### config.mk
export PLATFORM = sky130hd
export DESIGN_NAME = tcdm_bank
export DESIGN_NICKNAME = d
export VERILOG_FILES = /design/src/rtl/tcdm_resp_pkg.sv /design/src/rtl/tcdm_req_pkg.sv /design/src/rtl/tcdm_bank.sv
export VERILOG_INCLUDE_DIRS = /design/src /design/src/rtl
export SDC_FILE = /design/constraint.sdc
export NUM_CORES = 2
export LEC_CHECK = 0
export BUFFER_PORTS_ARGS = -buffer_cell sky130_fd_sc_hd__buf_2
export CAP_MARGIN = 25
export CORE_MARGIN = 2
export CORE_UTILIZATION = 30
export DETAILED_ROUTE_END_ITERATION = 6
export SETUP_SLACK_MARGIN = 0.15
export SLEW_MARGIN = 40
export SYNTH_ARGS = -nofsm -noshare
export SYNTH_HDL_FRONTEND = slang
export SYNTH_SLANG_ARGS = --single-unit
### constraint.sdc
create_clock -name clk_i -period 4 [get_ports clk_i]
set_clock_uncertainty 0.05 [all_clocks]
set_input_delay 0.8 -clock clk_i [delete_from_list [all_inputs] [get_ports clk_i]]
set_output_delay 0.8 -clock clk_i [all_outputs]
set_load 0.005 [all_outputs]
### src/rtl/tcdm_config.svh
/*
  Sizes of the shared TCDM subsystem.
  Included by the request package and by every RTL module that needs a
  size. The testbench includes it for its reference memory.
*/
`ifndef TCDM_CONFIG_SVH
`define TCDM_CONFIG_SVH

////////////////////////////////////////
// cluster shape
////////////////////////////////////////

// initiator ports
`define TCDM_NUM_IN 4
// memory banks, power of two, not fewer than initiators
`define TCDM_NUM_OUT 4

////////////////////////////////////////
// address and data
////////////////////////////////////////

// byte address on the initiator side
`define TCDM_ADDR_WIDTH 16
`define TCDM_DATA_WIDTH 32
// word address bits inside one bank
`define TCDM_ADDR_MEM_WIDTH 6

// one bit per initiator, set bit means writes also pulse vld_o
`define TCDM_WRITE_RESP_ON 4'b0111

`endif
### src/rtl/tcdm_resp_pkg.sv
/*
  Response-side types of the TCDM interconnect.
  Imported wherever read words or initiator indices travel back.
*/
`include "tcdm_config.svh"

package tcdm_resp_pkg;

  // one memory word
  typedef logic [`TCDM_DATA_WIDTH-1:0] word_t;

  // which initiator a response belongs to
  typedef logic [$clog2(`TCDM_NUM_IN)-1:0] initIdx_t;

endpackage

### src/rtl/tcdm_req_pkg.sv
/*
  Request-side types of the TCDM interconnect.
  Imported by the modules that split initiator addresses, route requests
  to the banks or decode them inside a bank.
*/
`include "tcdm_config.svh"

package tcdm_req_pkg;

  // bank index, low word-address bits
  typedef logic [$clog2(`TCDM_NUM_OUT)-1:0] bankSel_t;

  // word index inside a single bank
  typedef logic [`TCDM_ADDR_MEM_WIDTH-1:0] memAddr_t;

  // one enable per byte lane
  typedef logic [`TCDM_DATA_WIDTH/8-1:0] byteEn_t;

  // everything a bank needs for one access
  // wen high means store
  typedef struct packed {
    logic                        wen;
    byteEn_t                     be;
    memAddr_t                    addr;
    logic [`TCDM_DATA_WIDTH-1:0] wdata;
  } bankReq_t;

endpackage

### src/rtl/tcdm_bank.sv
/*
  One single-port TCDM bank storing whole words.
  Reads and full-word writes take one cycle. A write with partial byte
  enables is merged with the old word in the following cycle, and the
  bank refuses new requests while it does so.
*/
`timescale 1ns/1ns
`include "tcdm_config.svh"

module tcdm_bank
  import tcdm_req_pkg::*;
  import tcdm_resp_pkg::*;
(
  input  logic     clk_i,
  input  logic     rst_i,
  input  logic     req_i,
  input  bankReq_t data_i,
  output logic     gnt_o,
  output word_t    rdata_o
);

  localparam int NumWords = 2**`TCDM_ADDR_MEM_WIDTH;
  localparam int BeWidth  = `TCDM_DATA_WIDTH/8;

  word_t    mem [NumWords];
  word_t    rdataQ;
  // pending merge of a partial store
  logic     rmwQ;
  memAddr_t rmwAddrQ;
  byteEn_t  rmwBeQ;
  word_t    rmwDataQ;
  word_t    merged;
  logic     hsk;
  logic     partial;

  // busy only during the merge cycle
  assign gnt_o   = ~rmwQ;
  assign hsk     = req_i & gnt_o;
  assign partial = data_i.wen & (data_i.be != '1);
  assign rdata_o = rdataQ;

  // old word with the enabled lanes replaced
  always_comb begin
    merged = mem[rmwAddrQ];
    for (int b = 0; b < BeWidth; b++) begin
      if (rmwBeQ[b]) begin
        merged[8*b +: 8] = rmwDataQ[8*b +: 8];
      end
    end
  end

  always_ff @(posedge clk_i) begin
    if (rst_i) begin
      rmwQ <= 1'b0;
    end else begin
      rmwQ <= hsk & partial;
    end
  end

  ////////////////////////////////////////
  // storage
  ////////////////////////////////////////

  always_ff @(posedge clk_i) begin
    if (rmwQ) begin
      mem[rmwAddrQ] <= merged;
    end
    if (hsk) begin
      if (!data_i.wen) begin
        rdataQ <= mem[data_i.addr];
      end else if (!partial) begin
        mem[data_i.addr] <= data_i.wdata;
      end
    end
    // capture partial store for the merge cycle
    if (hsk && partial) begin
      rmwAddrQ <= data_i.addr;
      rmwBeQ   <= data_i.be;
      rmwDataQ <= data_i.wdata;
    end
  end

endmodule

==> impl_metrics.yaml <==
status:
  outcome: "complete, no violations"
timing:
  slew_headroom: 0.380
  fin_setup_tns_ps: 0
  layout_min_cycle_time_ps: 3340
  setup_ws_ps: 658
  setup_viol: 0
  finalMaxSlewViolations: 0
  hold_violations: 0
  post-route-period-util: 0.835
  fmax_ghz: 0.299
  rsz0062_at_grt: "no"
  worst_slew_pin_slew_ps: 928
logic_synthesis:
  synthDominantCellAreaShare: 0.783
  syn_inst: 3680
  synthFlopType: "edfxtp_1"
  yosysTopAreaCell: "edfxtp_1"
  synth_edf_count: 2122
  ys_ff_latch: 2123
  yosysSeqAreaShare: 0.784
  syn_nets: 3726
  avgSynthCellArea_um2: 22.1
  netlist_top_cells_area: "edfxtp_1 78%, mux4_2 14%, nor2_1 1.3%"
  syn_area_mm2: 0.0813
  synthArstFlopShare: 0
  yosysWarnings: 0
  synthDistinctLibCells: 47
drt:
  vias_per_cell: 5.13
  dr.pass1.iters: 5
  drtIter0Drc: 4875
  drt-total-wl_um: 215000
  drcViolationCount: 0
  wire_per_inst_um: 27.4
  vias: 40249
  antenna_left: 0
worst_setup_path:
  r2r_start: "rmwQ"
  reg2reg_slack_ps: 660
  cpMaxStageDelayCell: "nor2_1"
  critPathKind: "flip-flop to flip-flop"
  cpPeakStageDelay_ps: 660
  endpoint_kind: "flip-flop"
  cp_data_arrival_time_ps: 3750
  required_ps: 4410
  critical_path_buf_inv_count: 3
  reg2reg_to: "mem[6][17]"
  cp-startpoint: "rmwQ"
  crit_family: "simple AND/OR/NAND/NOR gates"
  cp_common_cell: "buf_4"
  rr_worst_depth: 7
  critPathMaxFanout: 13
  path_cells: "and3b_1, a21boi_1, buf_4, o22ai_4, buf_8, buf_4, nor2_1"
  start_kind: "flip-flop"
pwr:
  leakage_nw: 29.4
  power.density_mw_per_mm2: 478
  ir_drop_mv: 0.465
clock_tree:
  post_cts_resized: 0
  post_cts_buffers: 0
  numCtsBuffers: 200
  clk_latency_ps: 860
  clockBufferDepth: 3
  clock_sinks: 2123
  htree_levels: 4
  cts_root_buf: "clkbuf_16"
  path_clk_slew_ps: 60
  cts_tree: "done"
  holdBufCountCts: 0
min_path:
  hold_depth: 1
  worstHoldPathType: "input port to flip-flop"
  hold_path_startpoint: "data_i[25]"
  worst_hold_path.endpoint: "rmwDataQ[25]"
placed_design:
  globalplace.congestion: 0.810
  hpwl_um: 133000
  pre_cts_ws_ps: 280
  port-buffer-count: 78
layout:
  area_growth_pct: 16.9
  layout-drive-gt1-share: 0.312
  n_fill_cell: 24741
  final_nets: 4159
die:
  die_width_um: 525
  die_h_um: 525
  io_pins: 79
  num_rows: 191
  initial_utilization: 0.301
  die-area_mm2: 0.275
  coreArea_mm2: 0.270
global_route:
  antenna_found_initial: 12
  grt_pass1_vias: 40854
  grt_pass1_wl_um: 307000
  grt_max_degree: 73
  grt_use_total: 0.153
  grt-ovfl-total: 0
run:
  cap_violations: 0
-- cells in the mapped netlist, types with 5 or more instances --
cell type,count
nand2_1,69
buf_1,20
a221oi_1,64
a21oi_1,38
edfxtp_1,2122
buf_6,6
mux2i_1,34
mux2_2,32
nor4_1,9
nor2b_1,5
o211a_1,30
o22ai_1,36
clkbuf_1,89
nand2b_1,8
mux4_2,508
o21ai_1,37
buf_2,87
buf_4,15
o221ai_1,54
a22oi_1,76
nor2_1,289
-- layout make-up --
class,count,area [um2],share of cell area
multi-input cells,1335,16800,0.177
repair buffers,448,3640,0.0382
clock inverters,114,1090,0.0115
diodes,6,15.0,0.000158
flip-flops and latches,2123,63700,0.670
well taps,3570,4470,0.0470
inverters,5,18.8,0.000197
clock buffers,249,5300,0.0557
-- worst max path at each step --
stage	slack, ps	endpoint	depth (start not counted)
finish	660	mem[6][17]	7
global route	560	mem[46][22]	7
CTS	660	mem[6][20]	7
detailed placement	280	mem[42][6]	6
global placement	-50	mem[33][23]	7
floorplan	310	rdata_o[0]	1
-- metal layers --
| layer | global-route usage | up-vias | share of wire |
|---|---|---|---|
| met3 | 0.0301 | 281 | 0.076 |
| met4 | 0.0390 | 2 | 0.022 |
| met2 | 0.246 | 1629 | 0.48 |
| li1 | - | 16514 | - |
| met1 | 0.214 | 21823 | 0.42 |
| met5 | 0 | - | 0.000033 |
-- kinds of logic after synthesis --
group / Yosys count / synth area share
flops: 2123 / 0.784
compound gates: 348 / 0.0323
mux: 578 / 0.151
simple gates: 409 / 0.0207
buf+inv: 222 / 0.0128
-- flip-flops by register name (all words and copies together), names as in the netlist --
signal	flops
rmwBeQ	4
rdata_o	32
mem	2048
rmwQ	1
rmwDataQ	32
rmwAddrQ	6
-- through the flow --
| stage | instance area, um2 | util | power [mW] | hold WS (ps) | cells |
|---|---|---|---|---|---|
| 2_1_floorplan | 81300 | - | 26.2 | 782 | 3680 |
| 3_3_place_gp | 88500 | 0.327 | 27.2 | 819 | 7479 |
| 3_5_place_dp | 88600 | 0.328 | 27.2 | 841 | 7481 |
| 4_1_cts | 95000 | 0.352 | 45.8 | 25.3 | 7844 |
| 5_1_grt | 95100 | 0.352 | 46.7 | 49.6 | 7848 |
| 6_report | 95100 | 0.352 | 45.5 | 90.3 | 7850 |
-- worst register-to-register path: stages, from the launching register on --
cell and delay (ps):
dfxtp_1 490, and3b_1 410, a21boi_1 510, buf_4 240, o22ai_4 150, buf_8 220, buf_4 220, nor2_1 670
-- placed cells by master, fill, tap and decap left out, types with 4 or more instances in the layout --
master,instances
nor2_1,246
a221oi_1,64
o221ai_1,54
o22ai_1,32
o211ai_1,4
diode_2,6
nand2_1,68
nand3b_1,4
inv_1,4
buf_8,4
clkbuf_16,205
buf_2,75
nor2_2,40
mux2_4,7
mux4_1,4
edfxtp_1,2122
mux2i_1,34
clkinv_1,50
o21ai_2,10
buf_12,34
nand2b_1,5
nor4_1,8
a22oi_1,76
o211a_1,30
clkinv_2,24
buf_4,334
mux4_2,508
o21ai_1,27
clkinvlp_4,10
mux2_2,25
bufinv_16,16
a21oi_1,38
o22ai_4,4
nor3_1,4
inv_6,4
clkbuf_1,44
-- power breakdown --
part | switching, mW | leakage, nW | internal [mW]
sequential | 0.0455 | 19.1 | 24.5
clock | 8.32 | 3.08 | 10.4
combinational | 1.41 | 7.20 | 0.784
total | 9.77 | 29.4 | 35.7
Power figures use the tool's default switching activity.
