### config.mk
export PLATFORM = sky130hd
export DESIGN_NAME = tcdm_interconnect
export DESIGN_NICKNAME = d
export VERILOG_FILES = /design/src/rtl/tcdm_resp_pkg.sv /design/src/rtl/tcdm_req_pkg.sv /design/src/rtl/tcdm_interconnect.sv /design/src/rtl/tcdm_xbar.sv /design/src/rtl/rr_arbiter.sv
export VERILOG_INCLUDE_DIRS = /design/src /design/src/rtl
export SDC_FILE = /design/constraint.sdc
export NUM_CORES = 1
export LEC_CHECK = 0
export ABC_CLOCK_PERIOD_IN_PS = 4000
export BUFFER_PORTS_ARGS = -buffer_cell sky130_fd_sc_hd__buf_4
export CAP_MARGIN = 20
export CORE_AREA = 2 2 257 259
export CTS_CLUSTER_SIZE = 12
export DETAILED_ROUTE_END_ITERATION = 8
export DIE_AREA = 0 0 259 261
export GPL_TIMING_DRIVEN = 0
export PLACE_DENSITY_LB_ADDON = 0.08
export SYNTH_ARGS = -nofsm -noshare
export SYNTH_HDL_FRONTEND = slang
export SYNTH_HIERARCHICAL = 1
export SYNTH_SLANG_ARGS = --single-unit
export TNS_END_PERCENT = 5
### constraint.sdc
create_clock -name clk_i -period 4 [get_ports clk_i]
set_input_delay 0.4 -clock clk_i [delete_from_list [all_inputs] [get_ports clk_i]]
set_output_delay 0.4 -clock clk_i [all_outputs]
set_load 0.02 [all_outputs]
### src/rtl/tcdm_config.svh
/*
  Sizes of the shared TCDM subsystem.
  Included by the request package and by every RTL module that needs a
  size. The testbench includes it for its reference memory.
*/
`ifndef TCDM_CONFIG_SVH
`define TCDM_CONFIG_SVH

////////////////////////////////////////
// cluster shape
////////////////////////////////////////

// initiator ports
`define TCDM_NUM_IN 4
// memory banks, power of two, not fewer than initiators
`define TCDM_NUM_OUT 4

////////////////////////////////////////
// address and data
////////////////////////////////////////

// byte address on the initiator side
`define TCDM_ADDR_WIDTH 16
`define TCDM_DATA_WIDTH 32
// word address bits inside one bank
`define TCDM_ADDR_MEM_WIDTH 6

// one bit per initiator, set bit means writes also pulse vld_o
`define TCDM_WRITE_RESP_ON 4'b0111

`endif
### src/rtl/tcdm_resp_pkg.sv
/*
  Response-side types of the TCDM interconnect.
  Imported wherever read words or initiator indices travel back.
*/
`include "tcdm_config.svh"

package tcdm_resp_pkg;

  // one memory word
  typedef logic [`TCDM_DATA_WIDTH-1:0] word_t;

  // which initiator a response belongs to
  typedef logic [$clog2(`TCDM_NUM_IN)-1:0] initIdx_t;

endpackage

### src/rtl/tcdm_req_pkg.sv
/*
  Request-side types of the TCDM interconnect.
  Imported by the modules that split initiator addresses, route requests
  to the banks or decode them inside a bank.
*/
`include "tcdm_config.svh"

package tcdm_req_pkg;

  // bank index, low word-address bits
  typedef logic [$clog2(`TCDM_NUM_OUT)-1:0] bankSel_t;

  // word index inside a single bank
  typedef logic [`TCDM_ADDR_MEM_WIDTH-1:0] memAddr_t;

  // one enable per byte lane
  typedef logic [`TCDM_DATA_WIDTH/8-1:0] byteEn_t;

  // everything a bank needs for one access
  // wen high means store
  typedef struct packed {
    logic                        wen;
    byteEn_t                     be;
    memAddr_t                    addr;
    logic [`TCDM_DATA_WIDTH-1:0] wdata;
  } bankReq_t;

endpackage

### src/rtl/tcdm_interconnect.sv
/*
  Initiator-facing TCDM interconnect.
  Splits each byte address into bank select and in-bank word address,
  packs the request for the banks and routes it through the crossbar.
*/
`timescale 1ns/1ns
`include "tcdm_config.svh"

module tcdm_interconnect
  import tcdm_req_pkg::*;
  import tcdm_resp_pkg::*;
(
  input  logic                                           clk_i,
  input  logic                                           rst_i,
  // initiator side
  input  logic     [`TCDM_NUM_IN-1:0]                    req_i,
  input  logic     [`TCDM_NUM_IN-1:0][`TCDM_ADDR_WIDTH-1:0] addr_i,
  input  logic     [`TCDM_NUM_IN-1:0]                    wen_i,
  input  word_t    [`TCDM_NUM_IN-1:0]                    wdata_i,
  input  byteEn_t  [`TCDM_NUM_IN-1:0]                    be_i,
  output logic     [`TCDM_NUM_IN-1:0]                    gnt_o,
  output logic     [`TCDM_NUM_IN-1:0]                    vld_o,
  output word_t    [`TCDM_NUM_IN-1:0]                    rdata_o,
  // bank side
  output logic     [`TCDM_NUM_OUT-1:0]                   bankReq_o,
  output bankReq_t [`TCDM_NUM_OUT-1:0]                   bankData_o,
  input  logic     [`TCDM_NUM_OUT-1:0]                   bankGnt_i,
  input  word_t    [`TCDM_NUM_OUT-1:0]                   bankRdata_i
);

  localparam int NumIn        = `TCDM_NUM_IN;
  localparam int NumOut       = `TCDM_NUM_OUT;
  localparam int NumOutLog2   = $clog2(NumOut);
  localparam int ByteOffWidth = $clog2(`TCDM_DATA_WIDTH/8);
  localparam int AddrMemWidth = `TCDM_ADDR_MEM_WIDTH;

  bankSel_t [NumIn-1:0] bankSel;
  bankReq_t [NumIn-1:0] reqData;

  // byte offset dropped, bank bits next, word index above
  for (genvar j = 0; j < NumIn; j++) begin : gen_split
    assign bankSel[j] = addr_i[j][ByteOffWidth +: NumOutLog2];
    assign reqData[j] = '{
      wen:   wen_i[j],
      be:    be_i[j],
      addr:  addr_i[j][ByteOffWidth+NumOutLog2 +: AddrMemWidth],
      wdata: wdata_i[j]
    };
  end

  tcdm_xbar i_tcdm_xbar (
    .clk_i     ( clk_i       ),
    .rst_i     ( rst_i       ),
    .req_i     ( req_i       ),
    .bankSel_i ( bankSel     ),
    .wen_i     ( wen_i       ),
    .data_i    ( reqData     ),
    .gnt_o     ( gnt_o       ),
    .vld_o     ( vld_o       ),
    .rdata_o   ( rdata_o     ),
    .req_o     ( bankReq_o   ),
    .gnt_i     ( bankGnt_i   ),
    .data_o    ( bankData_o  ),
    .rdata_i   ( bankRdata_i )
  );

  ////////////////////////////////////////
  // configuration checks
  ////////////////////////////////////////

  initial begin
    assert (ByteOffWidth + NumOutLog2 + AddrMemWidth <= `TCDM_ADDR_WIDTH)
      else $fatal(1, "address too narrow for this bank configuration");
    assert (NumOut >= NumIn)
      else $fatal(1, "fewer banks than initiators is not supported");
    assert (2**NumOutLog2 == NumOut)
      else $fatal(1, "bank count must be a power of two");
  end

endmodule

### src/rtl/tcdm_xbar.sv
/*
  Full crossbar between the initiators and the banks.
  One round-robin arbiter per bank picks the initiator served there.
  The winner and the access kind are kept for one cycle to steer the
  read word and vld back to the right initiator.
*/
`timescale 1ns/1ns
`include "tcdm_config.svh"

module tcdm_xbar
  import tcdm_req_pkg::*;
  import tcdm_resp_pkg::*;
(
  input  logic                         clk_i,
  input  logic                         rst_i,
  // initiator side
  input  logic     [`TCDM_NUM_IN-1:0]  req_i,
  input  bankSel_t [`TCDM_NUM_IN-1:0]  bankSel_i,
  input  logic     [`TCDM_NUM_IN-1:0]  wen_i,
  input  bankReq_t [`TCDM_NUM_IN-1:0]  data_i,
  output logic     [`TCDM_NUM_IN-1:0]  gnt_o,
  output logic     [`TCDM_NUM_IN-1:0]  vld_o,
  output word_t    [`TCDM_NUM_IN-1:0]  rdata_o,
  // bank side
  output logic     [`TCDM_NUM_OUT-1:0] req_o,
  input  logic     [`TCDM_NUM_OUT-1:0] gnt_i,
  output bankReq_t [`TCDM_NUM_OUT-1:0] data_o,
  input  word_t    [`TCDM_NUM_OUT-1:0] rdata_i
);

  localparam int NumIn  = `TCDM_NUM_IN;
  localparam int NumOut = `TCDM_NUM_OUT;
  localparam logic [NumIn-1:0] WriteRespOn = `TCDM_WRITE_RESP_ON;

  // per bank, which initiators want it and which got it
  logic     [NumOut-1:0][NumIn-1:0] bankReq;
  logic     [NumOut-1:0][NumIn-1:0] bankGnt;
  initIdx_t [NumOut-1:0]            arbIdx;
  // response steering, one cycle behind the handshake
  logic     [NumOut-1:0]            respVldQ;
  logic     [NumOut-1:0]            respWenQ;
  initIdx_t [NumOut-1:0]            respIdxQ;

  ////////////////////////////////////////
  // request path
  ////////////////////////////////////////

  // decode bank select into per-bank vectors
  always_comb begin
    for (int k = 0; k < NumOut; k++) begin
      for (int j = 0; j < NumIn; j++) begin
        bankReq[k][j] = req_i[j] && (bankSel_i[j] == bankSel_t'(k));
      end
    end
  end

  // an initiator hits one bank, so OR-ing is safe
  always_comb begin
    gnt_o = '0;
    for (int k = 0; k < NumOut; k++) begin
      for (int j = 0; j < NumIn; j++) begin
        gnt_o[j] = gnt_o[j] | bankGnt[k][j];
      end
    end
  end

  for (genvar k = 0; k < NumOut; k++) begin : gen_arb
    rr_arbiter i_rr_arbiter (
      .clk_i  ( clk_i      ),
      .rst_i  ( rst_i      ),
      .req_i  ( bankReq[k] ),
      .data_i ( data_i     ),
      .gnt_o  ( bankGnt[k] ),
      .req_o  ( req_o[k]   ),
      .data_o ( data_o[k]  ),
      .idx_o  ( arbIdx[k]  ),
      .gnt_i  ( gnt_i[k]   )
    );
  end

  ////////////////////////////////////////
  // response path
  ////////////////////////////////////////

  always_ff @(posedge clk_i) begin
    if (rst_i) begin
      respVldQ <= '0;
    end else begin
      respVldQ <= req_o & gnt_i;
    end
  end

  // steering info, only looked at with respVldQ
  always_ff @(posedge clk_i) begin
    for (int k = 0; k < NumOut; k++) begin
      respIdxQ[k] <= arbIdx[k];
      respWenQ[k] <= wen_i[arbIdx[k]];
    end
  end

  always_comb begin
    vld_o   = '0;
    rdata_o = '0;
    for (int k = 0; k < NumOut; k++) begin
      if (respVldQ[k]) begin
        // stores answer only where enabled
        if (!respWenQ[k] || WriteRespOn[respIdxQ[k]]) begin
          vld_o[respIdxQ[k]] = 1'b1;
        end
        rdata_o[respIdxQ[k]] = rdata_i[k];
      end
    end
  end

endmodule

### src/rtl/rr_arbiter.sv
/*
  Round-robin arbiter in front of one bank.
  Picks one of the initiator requests, forwards its payload and grants it
  in the cycle the bank accepts. A refused choice stays locked until the
  bank takes it.
*/
`timescale 1ns/1ns
`include "tcdm_config.svh"

module rr_arbiter
  import tcdm_req_pkg::*;
  import tcdm_resp_pkg::*;
(
  input  logic                        clk_i,
  input  logic                        rst_i,
  // initiator side
  input  logic     [`TCDM_NUM_IN-1:0] req_i,
  input  bankReq_t [`TCDM_NUM_IN-1:0] data_i,
  output logic     [`TCDM_NUM_IN-1:0] gnt_o,
  // bank side
  output logic                        req_o,
  output bankReq_t                    data_o,
  output initIdx_t                    idx_o,
  input  logic                        gnt_i
);

  localparam int NumIn = `TCDM_NUM_IN;

  // highest priority initiator
  initIdx_t rrQ;
  // choice held while the bank refuses it
  logic     lockQ;
  initIdx_t lockIdxQ;
  initIdx_t winner;
  logic     hsk;

  ////////////////////////////////////////
  // selection
  ////////////////////////////////////////

  always_comb begin
    winner = rrQ;
    if (lockQ && req_i[lockIdxQ]) begin
      winner = lockIdxQ;
    end else begin
      // walk down so the nearest requester at or after rrQ wins last
      for (int k = NumIn - 1; k >= 0; k--) begin
        if (req_i[(int'(rrQ) + k) % NumIn]) begin
          winner = initIdx_t'((int'(rrQ) + k) % NumIn);
        end
      end
    end
  end

  assign req_o  = |req_i;
  assign data_o = data_i[winner];
  assign idx_o  = winner;
  assign hsk    = req_o & gnt_i;

  // one-hot grant back to the winner only
  always_comb begin
    gnt_o         = '0;
    gnt_o[winner] = hsk;
  end

  ////////////////////////////////////////
  // pointer and lock
  ////////////////////////////////////////

  always_ff @(posedge clk_i) begin
    if (rst_i) begin
      rrQ      <= '0;
      lockQ    <= 1'b0;
      lockIdxQ <= '0;
    end else begin
      lockQ    <= req_o & ~gnt_i;
      lockIdxQ <= winner;
      // next round starts just past the winner
      if (hsk) begin
        rrQ <= initIdx_t'((int'(winner) + 1) % NumIn);
      end
    end
  end

endmodule

==> flow_summary_export.csv, run 1 <==
group,metric,value,unit
status,status,"complete, but fails checks",
status,failed_checks,"negative setup slack",
place,place_congestion,1.022,
logic_synthesis,synth-edff-count,0,
global_routing,antenna_found_initial,42,
logic_synthesis,syn_avg_cell_area,6.561,sq um
floorplan,start_util,29.05,%
worst_setup_path,crit_path_cell_trace,"buf_6 -> mux2i_4 -> o22a_1 -> buf_2 -> clkbuf_1 -> a21oi_1 -> a2111oi_1 -> a31oi_1 -> buf_4",
power,leakagePower,9.683,nW
clocking,cts-root-buf,"clkbuf_16",
global_routing,grt-ovfl-total,0,
logic_synthesis,ys_async_sr_fraction,0,%
floorplan,die_y,261,microns
global_routing,grt_pass1_vias,28240,
clocking,cts_buffers,5,
routing,drtPass1Iterations,6,
clocking,clkTransAtPathRegs,60,ps
place,place_ws,-861.1,ps
routing,drcViolationCount,0,
worst_setup_path,cp.arrival,3850,ps
final_layout,layout-drive-gt1-share,25.59,%
power,total_power,0.005957,W
final_layout,nets,3887,
global_routing,grt_pass1_wl,206600,microns
final_layout,final_cell_mix,"buf_4, nand2_1, clkbuf_1",
logic_synthesis,syn-num-nets,3230,
routing,avgViaCountPerCell,6.872,
logic_synthesis,synthesis.area,18900,sq um
logic_synthesis,synth.yosys.seq_area_share,3.814,%
sta,period_share,106.2,%
clocking,cts_buffer_depth,2,
logic_synthesis,syn_inst,2880,
routing,drtIter0Drc,4703,
global_routing,grt_max_degree,29,
place,io_buffers,629,
floorplan,design.core.area,65040,sq um
routing,wl,148900,microns
power,peakVddDrop,0.1400,mV
power,power.density,235.5,nW/um^2
routing,routed-via-count,30420,
sta,fin_crit,4247,ps
final_layout,layout_commonest_cell,"buf_4",
sta,rsz0062_at_grt,"true",
global_routing,grtUsageTotal,40.89,%
worst_setup_path,cpMaxStageDelayCell,"a2111oi_1",
routing,ant_nets,0,
min_path,hold_start,"bankGnt_i[1]",
place,place_area,24780,sq um
clocking,htreeDepth,2,
floorplan,dieArea,67600,sq um
worst_setup_path,path_class,"reg -> out",
logic_synthesis,ys_warn_count,6,
sta,slew_headroom,28.83,%
logic_synthesis,synth-main-ff-cell,"dfxtp_1",
floorplan,rows,94,
worst_setup_path,worstRegToRegCells,8,
final_layout,syn_to_final_growth,33.88,%
place,dp_hpwl,116800,microns
min_path,hold_path.class,"in -> reg",
sta,max_freq,235.5,MHz
worst_setup_path,worstPathRequired,3600,ps
final_layout,final_area,25300,sq um
worst_setup_path,critical_path.top_delay_family,"compound AO/OA/AOI/OAI gates",
routing,drt-wirelength-per-cell,33.63,microns
worst_setup_path,crit_fanout,10,
clocking,insertion_delay,290,ps
worst_setup_path,crit_buf_inv,4,
worst_setup_path,r2r-end,"i_tcdm_xbar/respWenQ[3]",
worst_setup_path,cpPeakStageDelay,810,ps
floorplan,die_w,259,microns
worst_setup_path,r2r-start,"i_tcdm_xbar/gen_arb[3].i_rr_arbiter/lockIdxQ[0]",
worst_setup_path,r2r_slack,940,ps
logic_synthesis,ys_ff_latch,36,
sta,worstMarginPinSlew,1068,ps
clocking,cts_tree,"yes",
sta,setup_viol,9,
min_path,whs_endpoint,"i_tcdm_xbar/gen_arb[1].i_rr_arbiter/lockQ",
floorplan,ioPinCount,662,
worst_setup_path,critPathLaunchType,"flip-flop",
sta,final_max_slew_viol_count,0,
sta,hold_violations,0,
worst_setup_path,end_kind,"output pin",
min_path,min_path_cells,2,
logic_synthesis,ys_types,56,
clocking,cts.sinks,36,
sta,layout_setup_ws,-246.8,ps
run,cap_violations,0,
sta,finalClockSkew,5.474,ps
final cells by class:
cell class	count	area, sq um
multi-input combinational	2399	16220
timing repair buffer	650	4923
buffer	403	1982
sequential	36	720.7
antenna	26	65.06
tap	864	1081
clock buffer	7	152.6
inverter	42	157.7
fill	7019	39740
per-layer routing:
layer	global-route usage, %	part of all wire (%)	vias to the layer above
met3	10.47	12	509
met4	18.75	5.4	22
met1	50.19	38	14800
met5	0	0.10	-
met2	67.02	45	2414
li1	-	-	12680
state kept, by name, indices dropped and copies added, names as in the netlist:
register / count
i_tcdm_xbar/gen_arb.i_rr_arbiter/lockIdxQ: 8
i_tcdm_xbar/respWenQ: 4
i_tcdm_xbar/respIdxQ: 8
i_tcdm_xbar/respVldQ: 4
i_tcdm_xbar/gen_arb.i_rr_arbiter/lockQ: 4
i_tcdm_xbar/gen_arb.i_rr_arbiter/rrQ: 8
worst register-to-register path, stage by stage (launching register included):
cell     delay [ps]
dfxtp_1         300
buf_6           170
mux2i_4         210
or2_0           260
a31oi_4         510
buf_2           410
buf_4           340
buf_2           390
mux4_2          350
power breakdown:
part / total, W / internal (W) / switching [W]
clock: 0.000418 / 0.000262 / 0.000156
combinational: 0.00511 / 0.00182 / 0.00328
sequential: 0.000432 / 0.000393 / 0.0000383
through the flow:
step	utilization, %	TNS [ps]	instances	hold WS [ps]
floorplan	-	0	2880	469.1
global placement	37.98	-27650	4373	506.0
detailed placement	38.10	-23830	4382	509.1
CTS	38.61	-173.1	4398	289.2
global route	38.86	-614.4	4416	296.6
finish	38.90	-847.3	4427	293.2
cell usage after synthesis, types with 35 or more instances:
cell,instances,area share [%]
inv_1,42,0.83
nand2b_1,189,6.3
o21ai_0,132,3.5
buf_6,37,2.2
nand2_1,295,5.9
o2bb2ai_1,64,3.0
and2_1,165,5.5
a2111oi_0,162,7.5
buf_2,96,2.5
a311oi_1,35,1.6
a31oi_1,174,5.8
nand4b_1,65,3.0
a21oi_1,176,4.7
o21ai_1,236,6.3
clkbuf_1,240,4.8
o311a_1,236,13
nand3_1,176,4.7
dfxtp_1,36,3.8
worst max path at each step:
| stage | cells after the start | slack [ps] | startpoint | end |
|---|---|---|---|---|
| floorplan | 9 | 760 | addr_i[51] | gnt_o[0] |
| global placement | 9 | -900 | addr_i[2] | bankData_o[20] |
| detailed placement | 9 | -860 | addr_i[2] | bankData_o[20] |
| CTS | 10 | -140 | addr_i[18] | bankData_o[104] |
| global route | 11 | -150 | addr_i[51] | bankData_o[18] |
| finish | 9 | -250 | i_tcdm_xbar/gen_arb[1].i_rr_arbiter/lockIdxQ[0] | bankData_o[63] |
cell families after synthesis:
| kind of cell | synth area share [%] |
|---|---|
| compound gates | 49.76 |
| buf+inv | 11.30 |
| flops | 3.814 |
| mux | 1.430 |
| simple gates | 33.70 |
repair_timing:
action,in CTS,in global routing
pin swaps,3,1
setup endpoints to repair,87,33
buffers inserted,9,2
hold buffers,0,0
endpoints found under the hold margin,0,0
cloned,0,0
resized for setup,17,38
(Power assumes the default switching activity.)
==> run 2: changes to the inputs <==
--- a/config.mk
+++ b/config.mk
@@ -13,7 +13,6 @@
 export CTS_CLUSTER_SIZE = 12
 export DETAILED_ROUTE_END_ITERATION = 8
 export DIE_AREA = 0 0 259 261
-export GPL_TIMING_DRIVEN = 0
 export PLACE_DENSITY_LB_ADDON = 0.08
 export SYNTH_ARGS = -nofsm -noshare
 export SYNTH_HDL_FRONTEND = slang
==> run 2 against run 1 <==
The run now ends clean. Combinational power is 4.7% lower. Core utilization is 0.48 points lower. Sequential power is 8.3% higher. Clock skew is 1.0 ps higher. Total power is 2.9% lower. Clock-buffer cell count is 1 lower. Largest power group unchanged. Flip-flop and latch count stayed put. Die area stayed put. Clock power is 6.0% higher. Worst setup slack better by 400 ps.
==> flow_summary_export.csv, run 2 (same netlist as run 1, synthesis figures left out) <==
group,metric,value,unit
status,status,"complete, no violations",
clocking,cts_buffer_depth,2,
floorplan,rows,94,
clocking,cts_resized,0,
clocking,hold_buffers,0,
routing,wl,124900,microns
global_routing,grt_max_degree,105,
min_path,hold_path.class,"in -> reg",
worst_setup_path,cp.arrival,3440,ps
global_routing,antenna_found_initial,21,
routing,drtIter0Drc,3917,
power,total_power,0.005784,W
place,io_buffers,629,
final_layout,reg.largest.list,"i_tcdm_xbar/gen_arb.i_rr_arbiter/lockIdxQ: 8 flops, i_tcdm_xbar/gen_arb.i_rr_arbiter/rrQ: 8 flops, i_tcdm_xbar/respIdxQ: 8 flops",
sta,fin_setup_tns,0,ps
clocking,cts-root-buf,"clkbuf_16",
sta,final_max_slew_viol_count,0,
sta,period_share,96.05,%
place,dp_hpwl,86360,microns
min_path,min_path_cells,2,
final_layout,layout_commonest_cell,"buf_4",
clocking,cts.sinks,36,
clocking,cts_tree,"yes",
place,place_ws,253.4,ps
floorplan,dieArea,67600,sq um
floorplan,design.core.area,65040,sq um
sta,finalClockSkew,6.486,ps
routing,drtPass1Iterations,7,
global_routing,grt_pass1_vias,26620,
global_routing,grtUsageTotal,34.27,%
power,leakagePower,9.640,nW
worst_setup_path,worstRegToRegCells,5,
clocking,htreeDepth,2,
routing,ant_nets,0,
worst_setup_path,cpMaxStageDelayCell,"a2111oi_0",
worst_setup_path,end_kind,"output pin",
floorplan,die_y,261,microns
global_routing,grt-ovfl-total,0,
final_layout,layout-drive-gt1-share,28.48,%
routing,avgViaCountPerCell,6.781,
sta,max_freq,260.3,MHz
place,placedCellCount,4164,
min_path,whs_endpoint,"i_tcdm_xbar/gen_arb[2].i_rr_arbiter/lockQ",
sta,layout_setup_ws,157.8,ps
power,peakVddDrop,0.1592,mV
run,cap_violations,0,
global_routing,grt_pass1_wl,179300,microns
worst_setup_path,critPathLaunchType,"input port",
worst_setup_path,crit_top_cell,"buf_4",
floorplan,start_util,29.05,%
power,power.density,231.5,nW/um^2
clocking,cts_buffers,5,
worst_setup_path,crit_path_cell_trace,"buf_4 -> and3_1 -> nor2b_1 -> o21a_2 -> nor3_4 -> buf_4 -> buf_4 -> a2111oi_0 -> a31oi_1 -> buf_4",
worst_setup_path,worstPathRequired,3600,ps
place,place_congestion,0.9321,
final_layout,final_cells,4183,
worst_setup_path,crit_buf_inv,4,
routing,drcViolationCount,0,
worst_setup_path,r2r_slack,1490,ps
floorplan,die_w,259,microns
worst_setup_path,path_class,"in -> out",
sta,worstMarginPinSlew,1085,ps
final_layout,syn_to_final_growth,32.25,%
worst_setup_path,r2r-start,"i_tcdm_xbar/gen_arb[2].i_rr_arbiter/lockIdxQ[0]",
sta,slew_headroom,27.46,%
worst_setup_path,cpPeakStageDelay,810,ps
sta,fin_crit,3842,ps
final_layout,seq_area,747.0,sq um
routing,routed-via-count,28370,
floorplan,ioPinCount,662,
clocking,clkTransAtPathRegs,50,ps
final_layout,final_cell_mix,"buf_4, nand2_1, o311a_1, o21ai_1, nand2b_1",
clocking,insertion_delay,280,ps
sta,hold_violations,0,
worst_setup_path,critical_path.top_delay_family,"compound AO/OA/AOI/OAI gates",
clocking,cts_setup_buffers,0,
final_layout,multiInputGateArea,16220,sq um
final_layout,nets,3657,
sta,setup_viol,0,
worst_setup_path,crit_fanout,23,
min_path,hold_start,"bankGnt_i[2]",
worst_setup_path,r2r-end,"i_tcdm_xbar/gen_arb[2].i_rr_arbiter/rrQ[1]",
final_layout,nFillCells,6995,
sta,rsz0062_at_grt,"false",
routing,drt-wirelength-per-cell,29.87,microns
## run 2: how the worst max path moves through the flow
stage,start,to,slack (ps),cells after the start
2_1_floorplan,addr_i[51],gnt_o[0],760,9
3_3_place_gp,req_i[3],bankData_o[128],230,11
3_5_place_dp,addr_i[51],bankData_o[128],250,11
4_1_cts,addr_i[51],bankData_o[128],240,11
5_1_grt,req_i[2],bankData_o[139],20,10
6_report,req_i[2],bankData_o[139],160,10
## run 2: report_power, final
| group | switching [W] | internal (W) |
|---|---|---|
| logic | 0.00297 | 0.00190 |
| registers | 0.0000738 | 0.000394 |
| clock network | 0.000150 | 0.000293 |
| total | 0.00320 | 0.00259 |
## run 2: per-stage QoR
stage | hold WS [ps] | util [%] | instance area, sq um
5_1_grt | 297.9 | 38.41 | 24980
3_5_place_dp | 508.8 | 38.13 | 24800
2_1_floorplan | 469.1 | - | 18900
3_3_place_gp | 511.2 | 38.13 | 24800
6_report | 300.6 | 38.42 | 24990
4_1_cts | 296.4 | 38.38 | 24960
## run 2: final cells by class
cell class,count,area share [%]
Sequential cell,36,2.989
Tap cell,864,4.326
Inverter,42,0.6309
Timing Repair Buffer,823,26.38
Antenna cell,11,0.1101
Multi-Input combinational cell,2399,64.91
Clock buffer,6,0.5157
Clock inverter,2,0.1402
## run 2: worst register-to-register path, delay by kind of cell, from the launching register on
family                 cells  cell delay, ps
AOI/OAI and AO/OA          1             110
buffers and inverters      2            1180
DFF                        1             390
and+or+nand+nor            2             720
## run 2: per-layer routing
layer	vias up	part of all wire, %	track usage [%]
li1	12190	-	-
met1	13730	40	43.99
met2	2024	45	55.34
met3	397	10	7.065
met4	22	4.4	15.11
met5	-	0.11	0
